`src/lq_pkg.sv`:
```
package lq_pkg;

	localparam int LQ_DEPTH  = 8;
	localparam int LQ_IDX_W  = 3;
	localparam int ROB_IDX_W = 6;	// 32-entry ROB plus wrap bit
	localparam int PRF_TAG_W = 6;
	localparam int XLEN      = 64;

	// One dispatch slot from rename
	typedef struct packed {
		logic                 valid;
		logic [XLEN-1:0]      pc;
		logic [31:0]          inst;
		logic [XLEN-1:0]      opa;		// Base data
		logic [XLEN-1:0]      opb;		// Data, or tag in low bits
		logic                 opb_valid;
		logic [ROB_IDX_W-1:0] rob_idx;
		logic [PRF_TAG_W-1:0] dest_tag;
	} lq_dispatch_t;

	typedef struct packed {
		logic                 valid;
		logic [PRF_TAG_W-1:0] tag;
		logic [XLEN-1:0]      data;
	} cdb_t;

	typedef struct packed {
		logic [XLEN-1:0]     addr;
		logic [LQ_IDX_W-1:0] tag;		// Entry index
	} lq_mem_req_t;

	typedef struct packed {
		logic                valid;
		logic [LQ_IDX_W-1:0] tag;
		logic [XLEN-1:0]     data;
	} lq_mem_resp_t;

	typedef struct packed {
		logic [ROB_IDX_W-1:0] rob_idx;
		logic [PRF_TAG_W-1:0] dest_tag;
		logic [XLEN-1:0]      pc;
		logic [XLEN-1:0]      data;
	} lq_wb_t;

	// Entry summary seen by the drain stage
	typedef struct packed {
		logic            inuse;
		logic            addr_ready;
		logic            issued;
		logic            done;
		logic [XLEN-1:0] addr;
	} lq_entry_status_t;

endpackage

```
`src/lq_dispatch.sv`:
```
`timescale 1ns/1ps

module lq_dispatch
	import lq_pkg::*;
(
	input  logic                clock,
	input  logic                reset,
	input  logic                clean,
	input  lq_dispatch_t        disp0,
	input  lq_dispatch_t        disp1,
	input  logic [LQ_DEPTH-1:0] entry_inuse,
	input  logic [LQ_DEPTH-1:0] entry_free,
	output logic [LQ_DEPTH-1:0] alloc,
	output logic [LQ_DEPTH-1:0] alloc_slot,	// 0 takes disp0, 1 takes disp1
	output logic                disp_credit
);

	logic                first_found;
	logic                second_found;
	logic [LQ_IDX_W-1:0] first_idx;
	logic [LQ_IDX_W-1:0] second_idx;

	// First and second free entry, lowest index first
	always_comb begin
		first_found  = 1'b0;
		second_found = 1'b0;
		first_idx    = '0;
		second_idx   = '0;
		for (int i = 0; i < LQ_DEPTH; i++) begin
			if (!entry_inuse[i]) begin
				if (!first_found) begin
					first_found = 1'b1;
					first_idx   = LQ_IDX_W'(i);
				end else if (!second_found) begin
					second_found = 1'b1;
					second_idx   = LQ_IDX_W'(i);
				end
			end
		end
	end

	always_comb begin
		alloc      = '0;
		alloc_slot = '0;
		if (!clean) begin
			if (disp0.valid && first_found) begin
				alloc[first_idx]      = 1'b1;
				alloc_slot[first_idx] = 1'b0;
			end
			if (disp1.valid) begin
				if (disp0.valid) begin
					alloc[second_idx]      = second_found;	// Slot 1 behind slot 0
					alloc_slot[second_idx] = 1'b1;
				end else begin
					alloc[first_idx]      = first_found;	// Slot 1 alone
					alloc_slot[first_idx] = 1'b1;
				end
			end
		end
	end

	// At most one entry frees per cycle, so one credit per pulse
	always_ff @(posedge clock) begin
		if (reset || clean) begin
			disp_credit <= 1'b0;
		end else begin
			disp_credit <= |entry_free;
		end
	end

endmodule

```
`config.mk`:
```
export PLATFORM = sky130hd
export DESIGN_NAME = lq_dispatch
export DESIGN_NICKNAME = d
export VERILOG_FILES = /design/src/lq_pkg.sv /design/src/lq_dispatch.sv
export SDC_FILE = /design/constraint.sdc
export NUM_CORES = 1
export LEC_CHECK = 0
export BUFFER_PORTS_ARGS = -buffer_cell sky130_fd_sc_hd__buf_2
export CAP_MARGIN = 5
export CORE_AREA = 4 4 195 197
export DETAILED_ROUTE_END_ITERATION = 10
export DIE_AREA = 0 0 199 201
export HOLD_SLACK_MARGIN = 0.15
export PLACE_DENSITY_LB_ADDON = 0.05
export SETUP_SLACK_MARGIN = 0.1
export SYNTH_ARGS = -nofsm -noshare
export SYNTH_HDL_FRONTEND = slang
export SYNTH_SLANG_ARGS = --single-unit
```
`constraint.sdc`:
```
create_clock -name clock -period 2.1 [get_ports clock]
set_clock_uncertainty 0.1 [all_clocks]
set_input_delay 0 -clock clock [delete_from_list [all_inputs] [get_ports clock]]
set_output_delay 0 -clock clock [all_outputs]
set_load 0.005 [all_outputs]
```
==> results of run 1 <==
[per-stage QoR]
step | hold WS [ps] | utilization (%) | instances | instance area [µm²]
6_report | 192 | 7.18 | 720 | 2600
5_1_grt | 214 | 7.18 | 720 | 2600
4_1_cts | 208 | 6.95 | 718 | 2520
3_5_place_dp | 71.6 | 6.25 | 712 | 2270
3_3_place_gp | 78.5 | 6.25 | 712 | 2270
2_1_floorplan | -72.4 | - | 152 | 1080
[critical path: cells and delay by family]
kind,cells,cell delay (ps)
mux,1,320
compound gates,5,1050
buf+inv,4,340
simple gates,1,140
fa+ha+maj,1,160
[cell usage in the layout (no fill, tap or decap), types with 3 or more instances in the layout]
cell,n
o21ai_2,3
buf_4,67
nor2_2,4
nand3_1,4
nand2b_1,9
nor2_1,9
a21oi_1,7
nand2_2,4
nand2_1,7
o21ai_0,4
a211oi_2,3
buf_2,30
a21oi_2,3
inv_1,5
o32a_1,4
nor2b_1,5
buf_6,9
[cells in the mapped netlist, drive strengths merged (3+ instances only)]
cell type and n:
nor2 14, nand2 12, a21oi 10, nand2b 10, buf 9, o21ai 9, inv 8, nand3 7
ha 5, nor2b 5, o22ai 5, a211oi 4, o32a 4, and2 3, and3 3, nor3 3
o21bai 3
[power breakdown]
| group | leakage (nW) | internal [mW] | total [mW] | switching (mW) |
|---|---|---|---|---|
| registers | 0.00833 | 0.0204 | 0.0206 | 0.000226 |
| logic | 0.945 | 0.219 | 0.438 | 0.219 |
| clock network | 0 | 0 | 0 | 0 |
[cell families after synthesis]
group | count (synthesis) | synth area share [%]
xor+xnor | 1 | 0.810
buf+inv | 19 | 11.5
mux | 1 | 1.39
simple gates | 71 | 38.7
fa+ha+maj | 7 | 7.75
flops | 1 | 1.85
compound gates | 52 | 38.1
[cell type report]
type,count,share of cell area (%)
multi-input combinational,132,43.7
timing repair buffer,110,31.3
inverter,9,1.68
tap,468,22.5
sequential,1,0.769
[layer usage]
metal	global-route usage, %	vias up	part of all wire [%]
met1	4.93	710	48
li1	-	770	-
met2	6.78	17	51
met5	0	-	0
met3	0.151	0	1.5
met4	0	0	0
[timing repair]
action	CTS	global route
hold endpoints to repair	1	0
gates resized for setup	48	16
cloned	0	0
pin swaps	26	13
setup endpoints to repair	16	14
hold buffers	1	0
buffers inserted	5	2
[how the worst min path moves through the flow]
stage	startpoint	end	slack, ps	depth (start not counted)
floorplan	clean	alloc[7]	-70	1
global placement	reset	disp_credit$_SDFF_PP0_	80	2
detailed placement	reset	disp_credit$_SDFF_PP0_	70	2
CTS	clean	disp_credit$_SDFF_PP0_	210	2
global route	clean	disp_credit$_SDFF_PP0_	210	2
finish	clean	disp_credit$_SDFF_PP0_	190	2
==> impl_metrics.env, run 1 <==
export IMPL_status="finished clean"
export IMPL_fmax_mhz=476
export IMPL_port_buffers=37
export IMPL_antenna_cells=0
export IMPL_slowest_delay_ps=340
export IMPL_num_io_pins=512
export IMPL_crit_chain="buf_8, buf_6, inv_4, ha_4, o21bai_1, o221a_1, o32a_1, o21bai_4, nand2b_1, mux2_4, o21ai_2, buf_2"
export IMPL_power_total_mw=0.459
export IMPL_critPathKind="input port to output pin"
export IMPL_crit_slowest_cell="o32a_1"
export IMPL_vias_per_cell=2.08
export IMPL_yosysSeqAreaShare_pct=1.85
export IMPL_firstDrtPassIters=4
export IMPL_fin_nets=754
export IMPL_yosys_area_top_type="ha_1"
export IMPL_core_area_um2=36300
export IMPL_crit_path_max_fanout=6
export IMPL_largest_registers="disp_credit: 1 flops"
export IMPL_synth_edf_count=0
export IMPL_nFillCells=4312
export IMPL_die_area_um2=40000
export IMPL_max_flop_register="disp_credit"
export IMPL_vias=1497
export IMPL_drv_slew=0
export IMPL_yosysWarnings=0
export IMPL_routabilityCongestion=0.624
export IMPL_drc=0
export IMPL_grt_pass1_vias=1676
export IMPL_syn_to_final_growth_pct=141
export IMPL_synth_nets=652
export IMPL_netlist_area_um2=1080
export IMPL_synth_cell_types=64
export IMPL_required_ps=2000
export IMPL_worst_slack_ps=0.643
export IMPL_hold_violations=0
export IMPL_synth_area_leaders="ha_1, nand2b_1, a21oi_1, nor2_1, o32a_1"
export IMPL_start_util_pct=2.98
export IMPL_largest_register_ffs=1
export IMPL_synthFlopType="dfxtp_1"
export IMPL_grt_pass1_wl_um=11100
export IMPL_crit_path_end="alloc[0]"
export IMPL_timing_slew_headroom_pct=75.5
export IMPL_synth_seq_cells=1
export IMPL_regArea_um2=20.0
export IMPL_worst_setup_path_end_kind="output pin"
export IMPL_fp_dieW_um=199
export IMPL_die_h_um=201
export IMPL_power_density_nw_per_um2=176
export IMPL_vdd_drop_max_mv=0.0517
export IMPL_drv_cap=0
export IMPL_grt_antenna_before_repair=0
export IMPL_post_place_ws_ps=-364
export IMPL_worstMarginPinSlew_ps=368
export IMPL_syn_inst=152
export IMPL_drive_above_1_share_pct=65.5
export IMPL_postRouteAntennaNets=0
export IMPL_clkSlewWorstSetupHoldPaths_ps=0
export IMPL_critPathLaunch="entry_inuse[0]"
export IMPL_synth_top_area_share_pct=5.79
export IMPL_async_flop_share_pct=0
export IMPL_finalCriticalPeriod_ps=2100
export IMPL_drt_iter0_markers=29
export IMPL_wire_per_inst_um=10.5
export IMPL_dpl_hpwl_um=6850
export IMPL_cp_start_kind="input port"
export IMPL_setup_tns_ps=0
export IMPL_multi_input_area_um2=1140
export IMPL_finalSetupViolCount=0
export IMPL_min_path_type="input port to flip-flop"
export IMPL_rsz0062_at_grt="true"
export IMPL_arrival_ps=2000
export IMPL_num_rows=70
export IMPL_grt_max_degree=13
export IMPL_grt_usage_pct=3.64
export IMPL_grt_overflow_total=0
export IMPL_power_leakage_nw=0.953
export IMPL_wl_um=7570
export IMPL_syn_area_per_cell_um2=7.11
export IMPL_period_share_pct=100
Power figures use the tool's default switching activity.
==> inputs of run 2 (changes only) <==
Settings changed: GPL_TIMING_DRIVEN set to 0, RECOVER_POWER set to 100.
==> run 2 against run 1 <==
Compared with the run above: the flow now finishes with violations (negative setup slack); first-iteration DRC count is 90% higher; sequential power is essentially flat; die area unchanged; total power down 6.1%; design area fell by 8.1%; utilization decreased by 0.58 points; worst setup slack got worse by 81 ps; worst hold slack hardly changed; flip-flop and latch count unchanged; final cell count down 5.8%; sequential share of layout area increased by 0.068 points; critical path depth is 1 lower; critical path type unchanged; largest power group unchanged; highest routed layer unchanged.
==> impl_metrics.env, run 2 (same netlist as run 1, synthesis figures left out) <==
export IMPL_status="finished, violations left"
export IMPL_failed_checks="negative setup slack"
export IMPL_wl_um=7570
export IMPL_power_leakage_nw=0.772
export IMPL_fp_dieW_um=199
export IMPL_timing_slew_headroom_pct=59.2
export IMPL_crit_chain="buf_12, inv_8, ha_4, o21bai_1, o221a_1, o32a_1, o21bai_4, nor2_1, or3_1, o211ai_2, buf_2"
export IMPL_firstDrtPassIters=4
export IMPL_fmax_mhz=459
export IMPL_grt_overflow_total=0
export IMPL_min_path_type="input port to flip-flop"
export IMPL_dpl_hpwl_um=6230
export IMPL_finalCriticalPeriod_ps=2180
export IMPL_power_total_mw=0.430
export IMPL_fin_nets=712
export IMPL_num_rows=70
export IMPL_postRouteAntennaNets=0
export IMPL_drt_iter0_markers=55
export IMPL_finalSetupViolCount=6
export IMPL_drc=0
export IMPL_cp_start_kind="input port"
export IMPL_crit_path_max_fanout=6
export IMPL_worst_setup_path_end_kind="output pin"
export IMPL_hold_violations=0
export IMPL_largest_registers="disp_credit: 1 flops"
export IMPL_grt_usage_pct=3.58
export IMPL_core_area_um2=36300
export IMPL_critPathKind="input port to output pin"
export IMPL_drv_slew=0
export IMPL_die_area_um2=40000
export IMPL_max_flop_register="disp_credit"
export IMPL_routabilityCongestion=0.635
export IMPL_vdd_drop_max_mv=0.0284
export IMPL_required_ps=2000
export IMPL_utilization_pct=6.60
export IMPL_grt_pass1_vias=1467
export IMPL_layout_commonest_cell="buf_2"
export IMPL_rsz0062_at_grt="true"
export IMPL_port_buffers=35
export IMPL_period_share_pct=104
export IMPL_worstMarginPinSlew_ps=612
export IMPL_place_inst=655
export IMPL_arrival_ps=2080
export IMPL_largest_register_ffs=1
export IMPL_setup_tns_ps=-198
export IMPL_crit_family="compound AO/OA/AOI/OAI gates"
export IMPL_drive_above_1_share_pct=58.6
export IMPL_syn_to_final_growth_pct=121
export IMPL_grt_pass1_wl_um=10900
export IMPL_num_io_pins=512
export IMPL_vias=1407
export IMPL_vias_per_cell=2.08
export IMPL_final_cell_mix="buf_2, buf_4, nor2_1"
export IMPL_nFillCells=4319
export IMPL_slowest_delay_ps=400
export IMPL_clkSlewWorstSetupHoldPaths_ps=0
export IMPL_crit_slowest_cell="o32a_1"
export IMPL_finalNonFillerCells=678
export IMPL_drv_cap=0
export IMPL_die_h_um=201
export IMPL_worst_slack_ps=-80.4
export IMPL_antenna_cells=0
export IMPL_start_util_pct=2.98
export IMPL_grt_antenna_before_repair=0
export IMPL_critPathBufInv=3
export IMPL_grt_max_degree=11
export IMPL_wire_per_inst_um=11.2
export IMPL_power_density_nw_per_um2=180
-- run 2: metrics by stage --
stage	area [µm²]	setup WS, ps	hold slack [ps]
finish	2390	-80.4	192
global route	2390	-151	237
CTS	2300	-109	221
detailed placement	1840	-432	77.5
global placement	1840	-484	79.4
floorplan	1080	379	-72.4
-- run 2: layout make-up --
cell class	count	area (µm²)	share of cell area, %
timing repair buffer	58	420	17.6
sequential	1	20.0	0.837
buffer	10	121	5.07
inverter	9	48.8	2.04
tap	468	586	24.5
multi-input combinational	132	1200	50.0
-- run 2: metal layers --
layer  wire length [µm]  vias up  GRT usage (%)
met2               3530       25           5.94
met3                248        0          0.403
li1                   -      686              -
met1               3800      696           5.30
met4                  0        0              0
met5                  0        -              0
-- run 2: timing repair --
action,CTS,global route
pin swaps,27,10
gates cloned,0,0
hold buffers,1,0
setup endpoints to repair,16,14
hold endpoints to repair,1,0
gates resized for setup,73,13
buffers inserted,18,4
-- run 2: final timing paths --
kind | start | to | slack [ps] | depth (start not counted)
setup / recovery | entry_inuse[1] | alloc[1] | -80 | 11
hold / removal | clean | disp_credit$_SDFF_PP0_ | 190 | 2
-- run 2: power breakdown --
part           leakage, nW  internal, mW  switching (mW)
clock                    0             0               0
combinational        0.764         0.188           0.222
sequential         0.00833        0.0204        0.000299
total                0.772         0.208           0.222
