File: config.mk
export PLATFORM = sky130hd
export DESIGN_NAME = lq_entry
export DESIGN_NICKNAME = d
export VERILOG_FILES = /design/src/lq_pkg.sv /design/src/lq_entry.sv
export SDC_FILE = /design/constraint.sdc
export NUM_CORES = 1
export LEC_CHECK = 0
export BUFFER_PORTS_ARGS = -buffer_cell sky130_fd_sc_hd__buf_4
export CAP_MARGIN = 10
export CORE_AREA = 4 4 344 346
export CTS_CLUSTER_SIZE = 10
export DETAILED_ROUTE_END_ITERATION = 8
export DIE_AREA = 0 0 348 350
export HOLD_SLACK_MARGIN = 0.08
export SYNTH_ARGS = -nofsm -noshare
export SYNTH_HDL_FRONTEND = slang
export SYNTH_SLANG_ARGS = --single-unit
File: constraint.sdc
create_clock -name clock -period 11.4 [get_ports clock]
set_input_delay 1.14 -clock clock [delete_from_list [all_inputs] [get_ports clock]]
set_output_delay 1.14 -clock clock [all_outputs]
set_load 0.01 [all_outputs]
File: src/lq_pkg.sv
package lq_pkg;

	localparam int LQ_DEPTH  = 8;
	localparam int LQ_IDX_W  = 3;
	localparam int ROB_IDX_W = 6;	// 32-entry ROB plus wrap bit
	localparam int PRF_TAG_W = 6;
	localparam int XLEN      = 64;

	// One dispatch slot from rename
	typedef struct packed {
		logic                 valid;
		logic [XLEN-1:0]      pc;
		logic [31:0]          inst;
		logic [XLEN-1:0]      opa;		// Base data
		logic [XLEN-1:0]      opb;		// Data, or tag in low bits
		logic                 opb_valid;
		logic [ROB_IDX_W-1:0] rob_idx;
		logic [PRF_TAG_W-1:0] dest_tag;
	} lq_dispatch_t;

	typedef struct packed {
		logic                 valid;
		logic [PRF_TAG_W-1:0] tag;
		logic [XLEN-1:0]      data;
	} cdb_t;

	typedef struct packed {
		logic [XLEN-1:0]     addr;
		logic [LQ_IDX_W-1:0] tag;		// Entry index
	} lq_mem_req_t;

	typedef struct packed {
		logic                valid;
		logic [LQ_IDX_W-1:0] tag;
		logic [XLEN-1:0]     data;
	} lq_mem_resp_t;

	typedef struct packed {
		logic [ROB_IDX_W-1:0] rob_idx;
		logic [PRF_TAG_W-1:0] dest_tag;
		logic [XLEN-1:0]      pc;
		logic [XLEN-1:0]      data;
	} lq_wb_t;

	// Entry summary seen by the drain stage
	typedef struct packed {
		logic            inuse;
		logic            addr_ready;
		logic            issued;
		logic            done;
		logic [XLEN-1:0] addr;
	} lq_entry_status_t;

endpackage

File: src/lq_entry.sv
`timescale 1ns/1ps

module lq_entry
	import lq_pkg::*;
(
	input  logic             clock,
	input  logic             reset,
	input  logic             clean,
	input  logic             alloc,
	input  logic             alloc_slot,
	input  lq_dispatch_t     disp0,
	input  lq_dispatch_t     disp1,
	input  cdb_t             cdb1,
	input  cdb_t             cdb2,
	input  logic             issued,
	input  logic             resp_strobe,
	input  logic [XLEN-1:0]  resp_data,
	input  logic             free,
	output lq_entry_status_t status,
	output lq_wb_t           wb_rec
);

	// Control state
	logic inuse;
	logic addr_ready;
	logic is_issued;
	logic is_done;

	// Payload
	logic [XLEN-1:0]      pc;
	logic [XLEN-1:0]      opa;
	logic [XLEN-1:0]      opb;
	logic [XLEN-1:0]      addr;
	logic [ROB_IDX_W-1:0] rob_idx;
	logic [PRF_TAG_W-1:0] dest_tag;
	logic [XLEN-1:0]      data;

	lq_dispatch_t    src;
	logic            snoop;
	logic [XLEN-1:0] cur_opa;
	logic [XLEN-1:0] cur_opb;
	logic            cur_ready;
	logic            hit1;
	logic            hit2;
	logic [XLEN-1:0] opb_next;
	logic            ready_next;

	// Operands come from the new slot on alloc, else from the entry itself
	always_comb begin
		src       = alloc_slot ? disp1 : disp0;
		snoop     = alloc || inuse;
		cur_opa   = alloc ? src.opa : opa;
		cur_opb   = alloc ? src.opb : opb;
		cur_ready = alloc ? src.opb_valid : addr_ready;
		hit1 = snoop && !cur_ready && cdb1.valid && (cdb1.tag == cur_opb[PRF_TAG_W-1:0]);
		hit2 = snoop && !cur_ready && cdb2.valid && (cdb2.tag == cur_opb[PRF_TAG_W-1:0]);
		if (hit1) begin
			opb_next = cdb1.data;	// cdb1 wins a double match
		end else if (hit2) begin
			opb_next = cdb2.data;
		end else begin
			opb_next = cur_opb;
		end
		ready_next = cur_ready || hit1 || hit2;
	end

	always_ff @(posedge clock) begin
		if (reset || clean || free) begin
			inuse      <= 1'b0;
			addr_ready <= 1'b0;
			is_issued  <= 1'b0;
			is_done    <= 1'b0;
		end else begin
			if (alloc) begin
				inuse <= 1'b1;
			end
			if (snoop) begin
				addr_ready <= ready_next;
			end
			if (alloc) begin
				is_issued <= 1'b0;
				is_done   <= 1'b0;
			end else begin
				if (issued) is_issued <= 1'b1;
				if (resp_strobe) is_done <= 1'b1;
			end
		end
	end

	always_ff @(posedge clock) begin
		if (alloc) begin
			pc       <= src.pc;
			rob_idx  <= src.rob_idx;
			dest_tag <= src.dest_tag;
		end
		if (snoop && !addr_ready) begin
			opa  <= cur_opa;
			opb  <= opb_next;
			addr <= cur_opa + opb_next;	// Registered with addr_ready
		end
		if (resp_strobe) begin
			data <= resp_data;
		end
	end

	always_comb begin
		status.inuse      = inuse;
		status.addr_ready = addr_ready;
		status.issued     = is_issued;
		status.done       = is_done;
		status.addr       = addr;
		wb_rec.rob_idx    = rob_idx;
		wb_rec.dest_tag   = dest_tag;
		wb_rec.pc         = pc;
		wb_rec.data       = data;
	end

endmodule

==> results of run 1 <==
metal layers:
layer | vias to the layer above | global-route usage | part of all wire
met3 | 114 | 0.0522 | 0.096
met1 | 8078 | 0.185 | 0.40
met4 | 32 | 0.0319 | 0.020
met2 | 811 | 0.259 | 0.48
li1 | 7893 | - | -
met5 | - | 0 | 0.0021
state kept, by name, indices dropped and copies added (netlist names):
signal      count
addr           64
pc             64
data           64
opb            64
inuse           1
addr_ready      1
is_done         1
is_issued       1
rob_idx         6
opa            64
dest_tag        6
worst max-delay path, delay by kind of cell:
kind / cells / cell delay [ps]
XOR/XNOR: 2 / 360
buffers and inverters: 2 / 620
AO/OA/AOI/OAI: 8 / 2990
AND/OR/NAND/NOR: 3 / 1580
adder cells (fa/ha/maj): 2 / 770
multiplexers: 2 / 710
stage by stage:
step / cell area [um^2] / util / instances / worst slack, ps / hold WS, ps
after CTS: 28400 / 0.246 / 4022 / 3250 / 481
after floorplan: 19100 / - / 1679 / 354 / 442
after detailed placement: 27000 / 0.234 / 3949 / 2580 / 467
after global placement: 27000 / 0.234 / 3949 / 2540 / 450
final: 28400 / 0.246 / 4029 / 3470 / 488
after global routing: 28400 / 0.246 / 4025 / 3060 / 501
worst paths after layout:
check                                start  depth (start not counted)  endpoint  slack [ps]
worst max-delay path            alloc_slot                         19  addr[60]        3470
worst min-delay path               is_done                          1   is_done         490
worst max register to register      opb[2]                         19  addr[60]        4510
worst min register to register     is_done                          1   is_done         490
cell type report:
class                   count  area, um^2  area share
diodes                      7        17.5    0.000616
clock buffers              57        1200      0.0423
clock inverters            16         241     0.00849
inverters                  20        75.1     0.00264
multi-input cells        1223        8560       0.301
flip-flops and latches    336       10000       0.353
well taps                1524        1910      0.0670
repair buffers            846        6390       0.225
cell families (layout without fill, tap and decap cells):
| group | Yosys count | count (layout) | synth area share |
|---|---|---|---|
| AOI/OAI and AO/OA | 425 | 425 | 0.130 |
| xor gates and xnor gates | 79 | 79 | 0.0362 |
| and+or+nand+nor | 378 | 378 | 0.0868 |
| adders and majority gates | 70 | 70 | 0.0463 |
| other | 0 | 7 | 0 |
| buffers and inverters | 120 | 939 | 0.0257 |
| muxes | 271 | 271 | 0.148 |
| DFF | 336 | 336 | 0.526 |
power groups by stage:
| stage | sequential (mW) | combinational, mW | clock, mW |
|---|---|---|---|
| global placement | 1.65 | 1.27 | 0 |
| CTS | 1.63 | 1.28 | 1.50 |
| global route | 1.64 | 1.37 | 1.54 |
| floorplan | 1.70 | 0.579 | 0 |
| detailed placement | 1.65 | 1.28 | 0 |
| finish | 1.62 | 1.26 | 1.44 |
cells in the final DEF, fill, tap and decap left out, types with 10 or more instances in the layout:
master,count
sky130_fd_sc_hd__o21ai_0,37
sky130_fd_sc_hd__xnor2_1,46
sky130_fd_sc_hd__inv_1,19
sky130_fd_sc_hd__nor3_1,22
sky130_fd_sc_hd__mux2_2,76
sky130_fd_sc_hd__nand3_1,14
sky130_fd_sc_hd__o21a_1,11
sky130_fd_sc_hd__mux2i_1,191
sky130_fd_sc_hd__nand4_1,21
sky130_fd_sc_hd__buf_4,842
sky130_fd_sc_hd__a21o_1,41
sky130_fd_sc_hd__nand2_1,53
sky130_fd_sc_hd__a211oi_1,10
sky130_fd_sc_hd__a21oi_1,260
sky130_fd_sc_hd__edfxtp_1,332
sky130_fd_sc_hd__clkbuf_16,46
sky130_fd_sc_hd__nor2_1,222
sky130_fd_sc_hd__ha_1,69
sky130_fd_sc_hd__clkbuf_1,10
sky130_fd_sc_hd__o21bai_1,16
sky130_fd_sc_hd__a31oi_1,10
sky130_fd_sc_hd__xor2_1,33
==> impl_summary.txt, run 1 <==
----------------------------------------------------
[Synthesis]
  Mean area per synthesized cell ... 11.4 um^2
  Most frequent cell after synthesis ... sky130_fd_sc_hd__edfxtp_1
  Yosys warnings ... 0
  Portion of the post-synthesis area used by sequential elements ... 0.526
  Top_reg_cell synth ... sky130_fd_sc_hd__edfxtp_1
  Post-synth EDFFs ... 332
  Post-synthesis cell count ... 1679
  Number of distinct standard cells referenced by the synthesized netlist ... 65
  Top cell type by total area after synthesis ... sky130_fd_sc_hd__edfxtp_1
  Area share of the largest cell type after synthesis ... 0.522
  Cell area after technology mapping ... 19100 um^2
  Net count of the mapped netlist ... 2439
  Most used standard cells in the synthesized netlist ... sky130_fd_sc_hd__edfxtp_1 (332), sky130_fd_sc_hd__a21oi_1 (260), sky130_fd_sc_hd__nor2_1 (223)
  Cell types occupying the most area after synthesis ... sky130_fd_sc_hd__edfxtp_1 (52%), sky130_fd_sc_hd__mux2i_1 (10%), sky130_fd_sc_hd__a21oi_1 (6.8%)
  Number of storage elements in the synthesis netlist ... 336
  Async set-or-reset flop fraction in the synthesized netlist ... 0

[Clocking]
  Hold Buf Count CTS ... 0
  Total number of H-tree levels ... 2
  Clock tree from TritonCTS ... built
  Clock-pin transition on the worst setup and hold timing paths ... 60 ps
  Clock latency at the later pin of the worst-skew pair ... 600 ps
  Largest buffer count on any clock path ... 3
  CTS root buffer ... sky130_fd_sc_hd__clkbuf_16
  Clk sink count ... 336
  Post_cts resized ... 0
  Number of buffers created by CTS ... 45
  Count of buffers added by post-CTS timing repair for setup ... 0

[GRT]
  Global-route total usage across every layer ... 0.152
  Number of global-route vias before repair ... 16546
  Global-route wire length before repair ... 129000 um
  Number of antenna violations at the first check in global routing ... 41
  Maximum number of pins on one net before global-route repair ... 148
  Total congestion overflow after global routing ... 0

[Job]
  Max capacitance violation total ... 0

[Setup path]
  Worst-path fanout max ... 85
  Cell with the biggest individual delay on the critical path ... sky130_fd_sc_hd__or4_4
  Cell chain of the critical path ... buf_8, mux2i_1, xor2_1, a41oi_1, or4_4, mux2i_1, a21oi_1, ha_1, inv_1, fa_1, nand2b_1, a211oi_1, o31ai_2, nor4_1, o21a_1, a2111oi_0, o41ai_2, a41oi_1, xnor2_1
  Setup Crit Path Kind ... in2reg
  Worst EP required ... 11740 ps
  Delay of the slowest cell on the worst path ... 930 ps
  Critical path data arrival time ... 8270 ps
  Crit end category ... flop
  Category of the worst setup path launch point ... input pin

[Cells and area]
  Final net count ... 3232
  Post-synthesis to final-layout area growth ... 49.0%
  Share of layout cells above drive strength 1 ... 0.397
  # fillers ... 12383

[Floorplan]
  Number of rows created at floorplan ... 125
  I/O pin count ... 898
  Die ar. ... 122000 um^2
  Initial standard-cell utilization of the core ... 0.165
  Core ar. ... 115000 um^2
  Die height ... 350 um
  Die width ... 348 um

[Power and ir drop]
  Switching portion of total power ... 0.309
  Clock share of power ... 0.333
  Proportion of power drawn by combinational gates ... 0.292
  Max rail drop VDD ... 0.000111 V
  Total design power ... 4.32 mW
  Net switching power ... 1.33 mW
  Power density relative to cell area ... 152 nW/um^2
  Static power due to leakage ... 12.2 nW
  Sequential Power Share ... 0.376
  Int Power ... 2.99 mW

[STA]
  Fmax achieved ... 0.126 GHz
  Hold violation total from the final report ... 0
  Clk_skew ... 23.6 ps
  # setup viols final ... 0
  Headroom to the max-slew limit ... 0.276
  Ratio of final minimum period to clock period ... 0.696
  RSZ-0062 raised after global routing ... no
  Max-slew violations ... 0
  Setup TNS Final ... 0 ps
  Pin slew with the least headroom to its limit ... 1060 ps
  Tmin final ... 7930 ps

[Drt]
  Final routed wirelength across all metal layers ... 98000 um
  Count of nets left with antenna violations after detail routing ... 0
  Average vias per placed instance ... 4.20
  Number of remaining DRC errors ... 0
  Via count ... 16928
  Wire length per cell ... 24.3 um
  Violation count after the first detailed-routing iteration ... 1157
  First-pass iteration count of the detailed router ... 5

[Place]
  Last weighted congestion value of the routability-driven placer ... 0.882
  Half-perimeter wire length after placement ... 81100 um
  Count of input and output buffers ... 831

[Min path]
  Worst hold path type ... reg2reg

[Run status]
  Status ... finished clean

----------------------------------------------------
Power figures use the tool's default switching activity.
==> run 2: changes to the inputs <==
--- a/config.mk
+++ b/config.mk
@@ -7,10 +7,10 @@
 export LEC_CHECK = 0
 export BUFFER_PORTS_ARGS = -buffer_cell sky130_fd_sc_hd__buf_4
 export CAP_MARGIN = 10
-export CORE_AREA = 4 4 344 346
+export CORE_AREA = 4 4 345 347
 export CTS_CLUSTER_SIZE = 10
 export DETAILED_ROUTE_END_ITERATION = 8
-export DIE_AREA = 0 0 348 350
+export DIE_AREA = 0 0 349 351
 export HOLD_SLACK_MARGIN = 0.08
 export SYNTH_ARGS = -nofsm -noshare
 export SYNTH_HDL_FRONTEND = slang
==> constraint.sdc (replaced) <==
create_clock -name clock -period 7.5 [get_ports clock]
set_input_delay 0.75 -clock clock [delete_from_list [all_inputs] [get_ports clock]]
set_output_delay 0.75 -clock clock [all_outputs]
set_load 0.01 [all_outputs]
==> run 2 against run 1 <==
Clock power increased by 46%. Die area increased by 0.57%. Sequential cell count unchanged. Final cell count increased by 0.50%. Total power increased by 50%. Final area increased by 0.24%. Register-to-register slack got worse by 3400 ps. Core utilization about the same. Clock-buffer cell count unchanged.
==> impl_summary.txt, run 2 (synthesis results as in run 1) <==
----------------------------------------------------
[STA]
  Hold violation total from the final report ... 0 (unchanged)
  # setup viols final ... 0 (unchanged)
  Max-slew violations ... 0 (unchanged)
  Tmin final ... 6490 ps
  Setup TNS Final ... 0 ps (unchanged)
  Clk_skew ... 40.6 ps (was 23.6 ps)
  Headroom to the max-slew limit ... 0.271 (was 0.276)
  Pin slew with the least headroom to its limit ... 1090 ps (was 1060 ps)
  Ratio of final minimum period to clock period ... 0.865
  Hold slack final ... 332 ps (was 488 ps)
  RSZ-0062 raised after global routing ... no (unchanged)
  Setup slack after layout ... 1010 ps (was 3470 ps)
  Fmax achieved ... 0.154 GHz

[Floorplan]
  Number of rows created at floorplan ... 125 (unchanged)
  Die ar. ... 122000 um^2 (about the same)
  I/O pin count ... 898 (unchanged)
  Core ar. ... 116000 um^2 (was 115000 um^2)
  Die width ... 349 um (was 348 um)
  Initial standard-cell utilization of the core ... 0.165 (about the same)
  Die height ... 351 um (was 350 um)

[Place]
  Placed Cells ... 3962 (was 3949)
  Last weighted congestion value of the routability-driven placer ... 0.865 (was 0.882)
  Count of input and output buffers ... 831 (unchanged)
  Half-perimeter wire length after placement ... 80200 um (was 81100 um)
  DP Worst Slack ... 292 ps (was 2580 ps)

[Drt]
  First-pass iteration count of the detailed router ... 7 (was 5)
  Via count ... 16950 (was 16928)
  Wire length per cell ... 24.1 um (was 24.3 um)
  Count of nets left with antenna violations after detail routing ... 0 (unchanged)
  Number of remaining DRC errors ... 0 (unchanged)
  Final routed wirelength across all metal layers ... 97400 um (was 98000 um)
  Violation count after the first detailed-routing iteration ... 1000 (was 1157)
  Average vias per placed instance ... 4.19 (was 4.20)

[Cells and area]
  Final core utilization ... 0.246 (about the same)
  # fillers ... 12470 (was 12383)
  Leading cell type in the layout, fill and taps excluded ... sky130_fd_sc_hd__buf_4 (unchanged)
  Final net count ... 3245 (was 3232)
  Post-synthesis to final-layout area growth ... 49.3% (was 49.0%)
  Top library cells by usage in the layout, fill and taps aside ... sky130_fd_sc_hd__buf_4 (853), sky130_fd_sc_hd__edfxtp_1 (332), sky130_fd_sc_hd__a21oi_1 (260) (was sky130_fd_sc_hd__buf_4 (842), sky130_fd_sc_hd__edfxtp_1 (332), sky130_fd_sc_hd__a21oi_1 (260))
  Final non-filler cell total ... 4049 (was 4029)
  Share of layout cells above drive strength 1 ... 0.400 (was 0.397)

[Clocking]
  CTS root buffer ... sky130_fd_sc_hd__clkbuf_16 (unchanged)
  Largest buffer count on any clock path ... 3 (unchanged)
  Clock-pin transition on the worst setup and hold timing paths ... 60 ps (about the same)
  Post_cts resized ... 0 (unchanged)
  Hold Buf Count CTS ... 0 (unchanged)
  Number of buffers created by CTS ... 45 (unchanged)
  Count of buffers added by post-CTS timing repair for setup ... 0 (unchanged)
  Clk sink count ... 336 (unchanged)
  Clock latency at the later pin of the worst-skew pair ... 620 ps (was 600 ps)
  Clock tree from TritonCTS ... built (unchanged)
  Total number of H-tree levels ... 2 (unchanged)

[Power and ir drop]
  Power density relative to cell area ... 228 nW/um^2 (was 152 nW/um^2)
  Static power due to leakage ... 12.3 nW (was 12.2 nW)
  Max rail drop VDD ... 0.000129 V (was 0.000111 V)

[Setup path]
  Worst EP required ... 7840 ps (was 11740 ps)
  Critical path data arrival time ... 6830 ps (was 8270 ps)
  Category of the worst setup path launch point ... input pin (unchanged)
  Setup Crit Path Kind ... in2reg (unchanged)
  Worst-path fanout max ... 64 (was 85)
  Crit end category ... flop (unchanged)
  Slack of the worst reg-to-reg path ... 1100 ps (was 4510 ps)

[Run status]
  Status ... finished clean (unchanged)

[Job]
  Max capacitance violation total ... 0 (unchanged)

[GRT]
  Number of antenna violations at the first check in global routing ... 41 (unchanged)
  Maximum number of pins on one net before global-route repair ... 132 (was 148)
  Global-route total usage across every layer ... 0.149 (was 0.152)
  Number of global-route vias before repair ... 16404 (was 16546)
  Total congestion overflow after global routing ... 0 (unchanged)
  Global-route wire length before repair ... 128000 um (was 129000 um)

[Min path]
  Worst hold path type ... in2reg (was reg2reg)

----------------------------------------------------
[run 2: path summary, 6_finish.rpt]
kind                 startpoint  depth (start not counted)       end
setup / recovery     alloc_slot                         19  addr[60]
hold / removal    resp_data[44]                          1  data[44]
hold reg to reg         is_done                          1   is_done
setup reg to reg         opb[2]                         19  addr[60]
[run 2: area by class of cell]
cell class,instances,area (um^2),share of cell area
sequential,336,10000,0.352
multi-input combinational,1223,8560,0.300
timing repair buffer,859,6510,0.228
tap,1524,1910,0.0669
clock buffer,57,1200,0.0422
clock inverter,17,173,0.00606
inverter,20,75.1,0.00263
antenna,13,32.5,0.00114
[run 2: critical path, cell delays in order]
cell	delay (ps)
sky130_fd_sc_hd__buf_8	180
sky130_fd_sc_hd__mux2i_1	430
sky130_fd_sc_hd__xor2_1	180
sky130_fd_sc_hd__a41oi_1	230
sky130_fd_sc_hd__or4_4	630
sky130_fd_sc_hd__buf_12	240
sky130_fd_sc_hd__mux2i_1	160
sky130_fd_sc_hd__a21oi_1	680
sky130_fd_sc_hd__ha_1	320
sky130_fd_sc_hd__nand4_1	150
sky130_fd_sc_hd__a211oi_1	530
sky130_fd_sc_hd__o31ai_2	210
sky130_fd_sc_hd__nor4_1	480
sky130_fd_sc_hd__o21a_1	330
sky130_fd_sc_hd__a2111oi_0	160
sky130_fd_sc_hd__buf_4	170
sky130_fd_sc_hd__o41ai_2	560
sky130_fd_sc_hd__a41oi_1	210
sky130_fd_sc_hd__xnor2_1	170
[run 2: where the power goes]
group / total, mW / switching (mW) / internal [mW]
logic: 1.94 / 1.08 / 0.865
clock network: 2.10 / 0.896 / 1.20
registers: 2.46 / 0.0781 / 2.39
[run 2: layer usage]
layer	routed length [um]	global-route usage
met3	8800	0.0533
met4	2690	0.0415
met1	39600	0.179
met5	220	0
met2	46200	0.252
[run 2: metrics by stage]
stage | cell area, um^2 | total power, mW
floorplan | 19100 | 3.46
global placement | 27100 | 4.45
detailed placement | 27100 | 4.47
CTS | 28500 | 6.64
global route | 28500 | 6.85
finish | 28500 | 6.50
